$ cat src/index_pkg.sv
// Shared widths and encodings for the index generator; all index arithmetic wraps at 16 bits
package index_pkg;

	////////////////////////////////////////////////////////////
	// Widths

	localparam int INDEX_WIDTH  = 16;	// Index, window, length, thread ID, constant
	localparam int MASK_WIDTH   = 16;	// Masked slice covers positions 0..15
	localparam int REG_NO_WIDTH = 5;

	typedef logic [INDEX_WIDTH-1:0]  index_t;
	typedef logic [REG_NO_WIDTH-1:0] reg_no_t;
	typedef logic [1:0]              sel_code_t;

	////////////////////////////////////////////////////////////
	// Operand selector codes

	// Operand a
	localparam sel_code_t IDX_SIMT  = 2'd0;	// Thread ID
	localparam sel_code_t IDX_CONST = 2'd1;	// Shared by a, b and c
	localparam sel_code_t IDX_ORIG  = 2'd2;	// Running position, shared by a, b and c
	localparam sel_code_t IDX_ZERO  = 2'd3;	// a and b only; code 3 on c is thread ID

	// Operands b and c
	localparam sel_code_t IDX_LANE  = 2'd0;

	// Selector word split into its fields, sel_a in the low bits
	typedef struct packed {
		logic      sel_s;	// Swap: c +/- m instead of m +/- c
		sel_code_t sel_c;
		sel_code_t sel_b;
		sel_code_t sel_a;
	} sel_fields_t;

	// Same 7 bits, either raw from the command or decoded by field
	typedef union packed {
		logic [6:0]  raw;
		sel_fields_t f;
	} sel_u;

	////////////////////////////////////////////////////////////
	// Request and output words

	typedef struct packed {
		logic    v;		// Index valid
		logic    slice;	// Expand as a slice
		reg_no_t no;
		sel_u    sel;
		index_t  idx;	// Base index
	} idx_req_t;

	typedef struct packed {
		logic    v;
		logic    last;	// Final element of a sequence
		reg_no_t no;
		index_t  idx;
	} idx_out_t;

endpackage

$ cat src/skip_ctrl.sv
// Mask walker for masked slices; tests one position per unstalled cycle, outputs only while active
module skip_ctrl
	import index_pkg::*;
(
	input  logic                  clock,
	input  logic                  reset,
	input  logic                  start,	// Load mask, restart at position 0
	input  logic                  stall,
	input  logic [MASK_WIDTH-1:0] mask,
	input  index_t                length,
	output logic                  hit,		// Current position has its bit set
	output index_t                offset,
	output logic                  done		// Final step of the walk
);

	localparam int POS_W = $clog2(MASK_WIDTH);

	logic                  active;
	logic [POS_W-1:0]      pos;
	logic [POS_W-1:0]      limit;
	logic [POS_W-1:0]      lim_in;
	logic [MASK_WIDTH-1:0] bits;		// Remaining set bits
	logic [MASK_WIDTH-1:0] keep;
	logic [MASK_WIDTH-1:0] pos_bit;
	logic [MASK_WIDTH-1:0] rest;

	////////////////////////////////////////////////////////////
	// Limit is min(length, MASK_WIDTH-1)

	always_comb begin
		if (length >= index_t'(MASK_WIDTH - 1)) begin
			lim_in = POS_W'(MASK_WIDTH - 1);
		end else begin
			lim_in = length[POS_W-1:0];
		end

		// Positions past the limit never count
		for (int i = 0; i < MASK_WIDTH; i++) begin
			keep[i] = (POS_W'(i) <= lim_in);
		end
	end

	////////////////////////////////////////////////////////////
	// Current step

	assign pos_bit = MASK_WIDTH'(1) << pos;
	assign rest    = bits & ~pos_bit;		// Bits below pos are already cleared

	assign hit    = active & (|(bits & pos_bit));
	assign offset = index_t'(pos);
	assign done   = active & ((rest == '0) | (pos == limit));

	always_ff @(posedge clock) begin
		if (reset) begin
			active <= 1'b0;
			pos    <= '0;
		end else if (start) begin
			active <= 1'b1;
			pos    <= '0;
		end else if (active & ~stall) begin
			pos <= pos + 1'b1;
			if (done) begin
				active <= 1'b0;
			end
		end
	end

	always_ff @(posedge clock) begin
		if (start) begin
			bits  <= mask & keep;
			limit <= lim_in;
		end else if (active & ~stall) begin
			bits <= rest;	// Drop the bit just tested
		end
	end

endmodule

$ cat src/index_unit.sv
// One lane; first element one cycle after accept, requests ignored while stalled or busy
module index_unit
	import index_pkg::*;
#(
	parameter int LANE_ID = 0
)(
	input  logic                  clock,
	input  logic                  reset,
	input  logic                  stall,
	input  logic                  req,			// One-cycle request pulse
	input  logic                  masked_read,
	input  idx_req_t              cfg,
	input  index_t                window,
	input  index_t                length,
	input  index_t                thread_id,
	input  index_t                constant,
	input  logic                  sign,			// 1 subtracts
	input  logic [MASK_WIDTH-1:0] mask,
	output idx_out_t              out,
	output logic                  busy
);

	// Everything captured on acceptance
	typedef struct packed {
		idx_req_t cfg;
		index_t   window;
		index_t   length;
		index_t   thread_id;
		index_t   constant;
		logic     sign;
		logic     masked;
	} ctx_t;

	ctx_t   ctx_in;
	ctx_t   r_ctx;
	ctx_t   ctx;			// Live inputs in the accept cycle, captured copy after

	logic   accept;
	logic   accept_slice;
	logic   step;
	logic   plain_go;
	logic   mask_go;
	logic   at_end;

	logic   busy_r;
	logic   gen;			// Elements still to compute
	logic   r_v;
	logic   r_last;
	index_t r_idx;
	index_t count;			// Number of the next element
	index_t win_off;		// Window offset of the next element

	index_t eff_cnt;
	index_t eff_off;
	index_t off_next;
	index_t pos;
	index_t lane_val;
	index_t opa;
	index_t opb;
	index_t opc;
	index_t prod;
	index_t s1;
	index_t s2;
	index_t result;

	logic   skip_hit;
	logic   skip_done;
	index_t skip_offset;

	assign ctx_in = '{cfg: cfg, window: window, length: length, thread_id: thread_id,
	                  constant: constant, sign: sign, masked: masked_read};

	assign accept       = req & ~stall & ~busy_r;
	assign accept_slice = accept & cfg.slice;
	assign step         = gen & ~stall;
	assign ctx          = accept ? ctx_in : r_ctx;
	assign plain_go     = (accept_slice | step) & ~ctx.masked;
	assign mask_go      = step & ctx.masked;

	////////////////////////////////////////////////////////////
	// Position tracking

	assign eff_cnt  = accept ? '0 : count;
	assign eff_off  = accept ? '0 : win_off;
	assign at_end   = (eff_cnt == ctx.length);
	assign off_next = (eff_off == ctx.window) ? '0 : eff_off + 1'b1;	// Wrap at window
	assign pos      = ctx.cfg.idx + (ctx.masked ? skip_offset : eff_off);

	////////////////////////////////////////////////////////////
	// Operand select and index arithmetic

	assign lane_val = index_t'(LANE_ID);

	always_comb begin
		case (ctx.cfg.sel.f.sel_a)
			IDX_SIMT:  opa = ctx.thread_id;
			IDX_CONST: opa = ctx.constant;
			IDX_ORIG:  opa = pos;
			default:   opa = '0;
		endcase

		case (ctx.cfg.sel.f.sel_b)
			IDX_LANE:  opb = lane_val;
			IDX_CONST: opb = ctx.constant;
			IDX_ORIG:  opb = pos;
			default:   opb = '0;
		endcase

		case (ctx.cfg.sel.f.sel_c)
			IDX_LANE:  opc = lane_val;
			IDX_CONST: opc = ctx.constant;
			IDX_ORIG:  opc = pos;
			default:   opc = ctx.thread_id;	// Code 3 on c
		endcase
	end

	assign prod   = opa * opb;
	assign s1     = ctx.cfg.sel.f.sel_s ? opc : prod;
	assign s2     = ctx.cfg.sel.f.sel_s ? prod : opc;
	assign result = ctx.sign ? s1 - s2 : s1 + s2;

	////////////////////////////////////////////////////////////
	// Sequencing

	always_ff @(posedge clock) begin
		if (reset) begin
			busy_r  <= 1'b0;
			gen     <= 1'b0;
			r_v     <= 1'b0;
			r_last  <= 1'b0;
			count   <= '0;
			win_off <= '0;
		end else if (accept & ~cfg.slice) begin		// Pass-through
			r_v    <= cfg.v;
			r_last <= 1'b1;
		end else if (accept_slice & masked_read) begin	// Skip walker starts next cycle
			r_v    <= 1'b0;
			r_last <= 1'b0;
			gen    <= 1'b1;
			busy_r <= 1'b1;
		end else if (plain_go) begin
			r_v     <= 1'b1;
			r_last  <= at_end;
			gen     <= ~at_end;
			count   <= eff_cnt + 1'b1;
			win_off <= off_next;
			if (accept) begin
				busy_r <= 1'b1;
			end
		end else if (mask_go) begin
			r_v    <= skip_hit;
			r_last <= skip_done;	// No set bit at all gives v=0, last=1
			gen    <= ~skip_done;
		end else if (~stall) begin
			r_v    <= 1'b0;
			r_last <= 1'b0;
			if (r_last) begin
				busy_r <= 1'b0;	// Last element went out this cycle
			end
		end
	end

	always_ff @(posedge clock) begin
		if (accept) begin
			r_ctx <= ctx_in;
		end

		if (accept & ~cfg.slice) begin
			r_idx <= cfg.idx;
		end else if (plain_go | (mask_go & skip_hit)) begin
			r_idx <= result;
		end
	end

	skip_ctrl u_skip (
		.clock  (clock),
		.reset  (reset),
		.start  (accept_slice & masked_read),
		.stall  (stall),
		.mask   (mask),
		.length (length),
		.hit    (skip_hit),
		.offset (skip_offset),
		.done   (skip_done)
	);

	// Stall hides the held element until it can be taken
	always_comb begin
		out.v    = r_v & ~stall;
		out.last = r_last & ~stall;
		out.no   = r_ctx.cfg.no;
		out.idx  = r_idx;
	end

	assign busy = busy_r;

endmodule

$ cat src/index_top.sv
// Lane array; all lanes share one request and run in lockstep, busy is the OR over lanes
module index_top
	import index_pkg::*;
#(
	parameter int NUM_LANES = 4
)(
	input  logic                  clock,
	input  logic                  reset,
	input  logic                  stall,
	input  logic                  req,
	input  logic                  masked_read,
	input  idx_req_t              cfg,
	input  index_t                window,
	input  index_t                length,
	input  index_t                thread_id,
	input  index_t                constant,
	input  logic                  sign,
	input  logic [MASK_WIDTH-1:0] mask,
	output idx_out_t              out [NUM_LANES],
	output logic                  busy
);

	logic [NUM_LANES-1:0] lane_busy;

	for (genvar g = 0; g < NUM_LANES; g++) begin : g_lane
		index_unit #(
			.LANE_ID (g)		// Lane number feeds the b and c operands
		) u_lane (
			.clock       (clock),
			.reset       (reset),
			.stall       (stall),
			.req         (req),
			.masked_read (masked_read),
			.cfg         (cfg),
			.window      (window),
			.length      (length),
			.thread_id   (thread_id),
			.constant    (constant),
			.sign        (sign),
			.mask        (mask),
			.out         (out[g]),
			.busy        (lane_busy[g])
		);
	end

	assign busy = |lane_busy;

endmodule

$ cat config.mk
export PLATFORM = sky130hd
export DESIGN_NAME = index_top
export DESIGN_NICKNAME = d
export VERILOG_FILES = /design/src/index_pkg.sv /design/src/skip_ctrl.sv /design/src/index_unit.sv /design/src/index_top.sv
export SDC_FILE = /design/constraint.sdc
export NUM_CORES = 2
export LEC_CHECK = 0
export BUFFER_PORTS_ARGS = -buffer_cell sky130_fd_sc_hd__buf_2
export CAP_MARGIN = 10
export CORE_UTILIZATION = 40
export CTS_CLUSTER_SIZE = 28
export DETAILED_ROUTE_END_ITERATION = 8
export HOLD_SLACK_MARGIN = 0.05
export SYNTH_ARGS = -nofsm -noshare
export SYNTH_HDL_FRONTEND = slang
export SYNTH_SLANG_ARGS = --single-unit
$ cat constraint.sdc
create_clock -name clock -period 16.3 [get_ports clock]
set_clock_uncertainty 0.05 [all_clocks]
set_input_delay 2.445 -clock clock [delete_from_list [all_inputs] [get_ports clock]]
set_output_delay 2.445 -clock clock [all_outputs]
set_load 0.01 [all_outputs]
Word-level counts from Yosys, hierarchy flattened
Cells that the tools add are included.

Multipliers: 4. Shifts and indexed selects: 4. Reductions and logical operators: 60. Bitwise gates (word level): 104. Multiplexer cells: 142. $lt $le $gt $ge: 17. Equality and inequality tests: 52. $add $sub $neg: 24.

Operators by type and width (number): two-way mux 16 bit (44); one-hot mux 16 bit (3 select lines) (11); two-way mux 89 bit (4); bitwise AND 16 bit (9); adder 16 x 1 -> 16 bit, second input constant (8); adder 16 bit (8); equality test 16 bit (8); two-way mux 1 bit (81); logical NOT 16 bit (4); multiplier 16 x 16 -> 16 bit (4); NOT 16 bit (4); OR reduction 16 bit (4); left shift 1 x 4 -> 16 bit, first input constant (4); subtractor 16 bit (4); bitwise AND 1 bit (53); less-or-equal comparator 4 bit, first input constant (8); one-hot mux 16 bit (2 select lines) (1); NOT 1 bit (26); equality test 2 x 1 -> 1 bit, second input constant (12); equality test 2 bit, second input constant (12); inequality test 3 x 2 -> 1 bit, second input constant (8); nonzero test 2 bit (12); nonzero test 3 bit (8); logical NOT 2 bit (11); 15 further kinds (59).

Bits of input ports: 116. Output and inout bits: 93. Bits in registers: 684.

Depth between registers and ports, before layout
Word-level depth: 13. Depth in mapped cells: 55.

By module
Synthesis repeated with hierarchy kept, for this count alone.

Cell total of the unflattened synthesis: 7680. Area total of the unflattened synthesis: 61215.0 um2.

Modules (own cells, without submodules): index_unit at g_lane[0].u_lane (instances 1, cells each 1737, area an instance 13558.0 um2, sequential area each 3133.0 um2); index_unit at g_lane[3].u_lane (instances 1, cells each 1732, area an instance 13543.0 um2, sequential area each 3133.0 um2); index_unit at g_lane[2].u_lane (instances 1, cells each 1702, area an instance 13450.4 um2, sequential area each 3133.0 um2); index_unit at g_lane[1].u_lane (instances 1, cells each 1691, area an instance 13304.0 um2, sequential area each 3133.0 um2); skip_ctrl at g_lane[0].u_lane.u_skip ... (instances 3, cells each 202, area an instance 1838.0 um2, sequential area each 700.7 um2); skip_ctrl at g_lane[3].u_lane.u_skip (instances 1, cells each 211, area an instance 1838.0 um2, sequential area each 700.7 um2); index_top (instances 1, cells each 1, area an instance 7.5 um2, sequential area each 0.0 um2).

Least setup slack after synthesis
Ideal clock, no wire load.

Kind: input port to flip-flop. From: in stall. To: reg g_lane[2].u_lane.r_idx[15] (data pin). Required time: 16.104 ns. Path slack: 2.423 ns. Stages: 49. Data arrival time: 13.681 ns. Cell sequence: or3b_1 > buf_6 > buf_6 > inv_2 > buf_2 > clkbuf_1 > buf_2 > buf_2 > buf_1 > clkbuf_1 > buf_1 > buf_1 > nand2_1 > nand2_1 > ha_1 > inv_1 > fa_1 > nor2b_1 > [13 not listed] > fa_1 > inv_1 > ha_1 > and3_1 > a2111oi_0 > xnor2_1 > nor2_1 > a21oi_1 > and3_1 > nor2_1 > xor2_1 > ha_1 > or3_1 > o21ai_0 > a21oi_1 > xor2_2 > xnor3_1 > a21oi_1.

RTL lines: from (decl) (RTL line index_top.sv:9) `input logic stall,`; to (signal assigned) (RTL line index_unit.sv:169) `r_idx <= cfg.idx;`; to (signal assigned) (RTL line index_unit.sv:171) `r_idx <= result;`; to (decl) (RTL line index_unit.sv:49) `index_t r_idx;`.

Worst setup path after layout
From: in stall. To: reg g_lane[2].u_lane.r_idx[15] (data pin).

Word-level cells in the longest chain between the ends: 13. Elaborated cells on any way between the ends: 28. Classes of those cells: add/sub: 3; mul: 1; eq/ne: 6; mux: 11; bitwise: 4; reduce/logical: 3.

RTL lines: NOT 1 bit (*) (RTL line index_unit.sv:73) `assign accept = req & ~stall & ~busy_r;`; bitwise AND 1 bit (*) (2 in a row) (RTL line index_unit.sv:73); two-way mux 16 bit / two-way mux 89 bit (equally long branches) (RTL line index_unit.sv:84, index_unit.sv:76); two-way mux 16 bit (RTL line index_unit.sv:87) `assign pos = ctx.cfg.idx + (ctx.masked ? skip_offset : eff_off);`; adder 16 bit (RTL line index_unit.sv:87); one-hot mux 16 bit (3 select lines), on equally long branches (RTL line index_unit.sv:95, index_unit.sv:102); multiplier 16 x 16 -> 16 bit (RTL line index_unit.sv:117) `assign prod = opa * opb;`; two-way mux 16 bit, on equally long branches (RTL line index_unit.sv:118, index_unit.sv:119); adder 16 bit / subtractor 16 bit (equally long branches) (RTL line index_unit.sv:120) `assign result = ctx.sign ? s1 - s2 : s1 + s2;`; two-way mux 16 bit (RTL line index_unit.sv:120); two-way mux 16 bit (RTL line index_unit.sv:170) `end else if (plain_go | (mask_go & skip_hit)) begin`; two-way mux 16 bit (*) (RTL line index_unit.sv:168) `if (accept & ~cfg.slice) begin`.

Every way passes the cells marked *; elsewhere a longest branch is shown, timed or not. The select of a mux whose other input is x is not followed. A chain may end at the register's enable or synchronous reset.

==> results_dict.tcl <==
set metrics [dict create \
    rows 140 \
    data_required_time_at_the_worst_endpoint_ns 16.76 \
    post_synth_main_area_contributors "sky130_fd_sc_hd__dfxtp_1 18%, sky130_fd_sc_hd__fa_1 11%, sky130_fd_sc_hd__edfxtp_1 8.4%, sky130_fd_sc_hd__nand2_1 8.3%, sky130_fd_sc_hd__ha_1 7.6%" \
    finalNetCount 8331 \
    ys_async_sr_fraction 0 \
    crit_type "primary input to register" \
    crit_path_top_delay_cell "sky130_fd_sc_hd__a2111oi_2" \
    clock_insertion_delay_worst_skew_ns 0.72 \
    multi_input_comb_area_um2 38900 \
    synthesis.area_um2 58900 \
    global_route_wire_length_before_repair_um 315000 \
    grt-ovfl-total 0 \
    number_of_global_route_vias_before_repair 51400 \
    reg2reg_depth 38 \
    post-cts-setup-buffer-count 0 \
    synth_nets 8293 \
    synth-edff-count 164 \
    cts_made_buffers 86 \
    final_hold_viol_count 0 \
    grt_setup_unrepaired "false" \
    critical_path.endpoint_type "register" \
    syn_inst 7491 \
    critical_path.most_common_cell "sky130_fd_sc_hd__fa_1" \
    vias 54200 \
    final_min_period_ns 13.34 \
    core_region_area_um2 146000 \
    detail_route.wl_per_cell_um 22.0 \
    avg_cell_area_syn_um2 7.86 \
    route.detailed.drc 0 \
    vdd_drop_max_uv 318 \
    max_stage_delay_ns 0.79 \
    dr.first_iter.drc_count 5577 \
    worst_ep_arrival_time_ns 13.81 \
    cell_with_the_most_instances_after_synthesis "sky130_fd_sc_hd__nand2_1" \
    worst_setup_hold_path_clk_slew_ns 0.05 \
    max-clock-path-buffers 3 \
    avgViaCountPerCell 5.69 \
    post_synth_most_frequent_cells "1,305 x sky130_fd_sc_hd__nand2_1, 817 x sky130_fd_sc_hd__inv_1, 746 x sky130_fd_sc_hd__nor2_1" \
    worst_hold_slack_after_final_layout_ns 0.401 \
    yosys.area.top_type "sky130_fd_sc_hd__dfxtp_1" \
    cap_violations 0 \
    tightest_slew_ns 1.36 \
    clock_tree_from_tritoncts "yes" \
    met1_wire_length_um 91000 \
    drive_above_1_share 0.0795 \
    ctsHoldBuffers 0 \
    floorplan.initialDensity 0.404 \
    worst_hold_path_type "register to register" \
    critical_path.startpoint_type "primary input" \
    grt_antenna_before_repair 17 \
    clk_root_buffer_cell "sky130_fd_sc_hd__clkbuf_16" \
    timing.critical_path.fanout_max 61 \
    timing.final.max_slew_violations 0 \
    power.density_nw_per_um2 174 \
    total_of_warnings_raised_by_yosys 0 \
    power.leakage_nw 28.3 \
    max_slew_margin 0.0921 \
    timing.hold.worst_path_depth 2 \
    hpwl_um 157000 \
    sequential_cell_area_um2 15300 \
    met2_length_um 89300 \
    design.portCount 209 \
    uppermost_layer_routed "met5" \
    synth-seq-area-share 0.260 \
    clock_sinks 684 \
    design.die.area_um2 149000 \
    area.growth.synth_to_final_pct 9.54 \
    gpl.final_weighted_congestion 0.972 \
    synth_cell_types 110 \
    yosysTopAreaCellShare 0.177 \
    setup_viol 0 \
    fin_crit_sh 0.819 \
    ant_nets 0 \
    ys_ff_latch 684 \
    met3WireLength_um 19500 \
    postRouteWirelength_um 209000 \
    dominantRegCellSynth "sky130_fd_sc_hd__dfxtp_1" \
    dieHeight_um 386 \
    floorplan_die_width_um 386 \
    fill_cells 14700 \
    gr-usage-all-layers 0.277 \
    firstDrtPassIters 7 \
    port_buffers 208 \
    post_cts_resized 0 \
    setup_tns_ns 0 \
    timing.fmax_mhz 74.9 \
    outcome "finished, final reports clean" \
    grt_start_max_net_pins 95 \
    htreeDepth 3 \
]
[cell families after synthesis]
kind of cell	synth area share
multiplexers	0.0371
XOR/XNOR	0.0507
adder cells (fa/ha/maj)	0.188
AO/OA/AOI/OAI	0.161
flip-flops	0.260
buffers and inverters	0.0796
AND/OR/NAND/NOR	0.224
[state kept, by name (all words and copies together) (netlist names)]
| register | flops |
|---|---|
| g_lane.u_lane.u_skip.limit | 16 |
| g_lane.u_lane.r_last | 4 |
| g_lane.u_lane.gen | 4 |
| g_lane.u_lane.u_skip.pos | 16 |
| g_lane.u_lane.count | 64 |
| g_lane.u_lane.r_v | 4 |
| g_lane.u_lane.win_off | 64 |
| g_lane.u_lane.u_skip.bits | 64 |
| g_lane.u_lane.busy | 4 |
| g_lane.u_lane.r_idx | 64 |
| g_lane.u_lane.u_skip.active | 4 |
| g_lane.u_lane.r_ctx | 356 |
| g_lane.u_lane.out | 20 |
[path summary, 6_finish.rpt]
check | from | to | slack, ns
setup / recovery | stall | g_lane[2].u_lane.r_idx[15] | 2.96
setup reg to reg | g_lane[2].u_lane.busy | g_lane[2].u_lane.r_idx[15] | 4.49
hold reg to reg | g_lane[3].u_lane.r_ctx[79] | g_lane[3].u_lane.r_ctx[79] | 0.40
hold / removal | g_lane[3].u_lane.r_ctx[79] | g_lane[3].u_lane.r_ctx[79] | 0.40
[layer usage]
layer | GRT usage | up-vias
met4 | 0.119 | 22
met5 | 0 | -
met2 | 0.421 | 2296
met1 | 0.384 | 26100
li1 | - | 25400
met3 | 0.0498 | 443
[worst max-delay path: cells and delay by family]
kind / cells / cell delay (ns)
fa+ha+maj: 9 / 4.17
compound gates: 10 / 2.76
simple gates: 10 / 2.25
xor+xnor: 5 / 1.20
buf+inv: 5 / 0.92
[per-stage QoR]
stage | instances | worst slack, ns | instance area [µm²] | total power (W) | util
after floorplan | 7491 | 2.42 | 58900 | 0.00745 | -
after global placement | 9356 | 2.59 | 61500 | 0.00910 | 0.422
after detailed placement | 9357 | 2.46 | 61500 | 0.00916 | 0.422
after CTS | 9517 | 3.15 | 64500 | 0.0112 | 0.442
after global routing | 9519 | 2.39 | 64500 | 0.0122 | 0.442
final | 9523 | 2.96 | 64500 | 0.0112 | 0.442
[placed cells by master, fill, tap and decap left out, types with 46 or more instances in the layout]
master                      instances
sky130_fd_sc_hd__and3_1            71
sky130_fd_sc_hd__dfxtp_1          520
sky130_fd_sc_hd__xnor2_1          207
sky130_fd_sc_hd__a21oi_1          315
sky130_fd_sc_hd__nor2b_1           82
sky130_fd_sc_hd__nand3_1          174
sky130_fd_sc_hd__a22oi_1           78
sky130_fd_sc_hd__mux2i_1          162
sky130_fd_sc_hd__o211ai_1          47
sky130_fd_sc_hd__o22ai_1           95
sky130_fd_sc_hd__or2_2             63
sky130_fd_sc_hd__o21ai_0          388
sky130_fd_sc_hd__and2_1            46
sky130_fd_sc_hd__fa_1             328
sky130_fd_sc_hd__inv_1            815
sky130_fd_sc_hd__buf_4             95
sky130_fd_sc_hd__nor3_1           132
sky130_fd_sc_hd__nor2_1           742
sky130_fd_sc_hd__nand2_1         1305
sky130_fd_sc_hd__or3_1             51
sky130_fd_sc_hd__buf_2            208
sky130_fd_sc_hd__clkbuf_16         90
sky130_fd_sc_hd__edfxtp_1         164
sky130_fd_sc_hd__nand2b_1          97
sky130_fd_sc_hd__a32oi_1           61
sky130_fd_sc_hd__ha_1             358
sky130_fd_sc_hd__xor2_1            93
[power breakdown]
part | total [W] | internal (W) | switching [W]
registers | 0.00225 | 0.00214 | 0.000106
clock network | 0.00200 | 0.00115 | 0.000846
logic | 0.00696 | 0.00291 | 0.00405
total | 0.0112 | 0.00620 | 0.00500
[layout make-up]
| cell class | count | share of cell area |
|---|---|---|
| antenna | 5 | 0.000194 |
| clock buffer | 123 | 0.0395 |
| clock inverter | 37 | 0.00642 |
| inverter | 829 | 0.0484 |
| multi-input combinational | 5623 | 0.603 |
| sequential | 684 | 0.238 |
| tap | 1917 | 0.0372 |
| timing repair buffer | 305 | 0.0275 |
No activity file was read; power rests on OpenSTA's default activity.
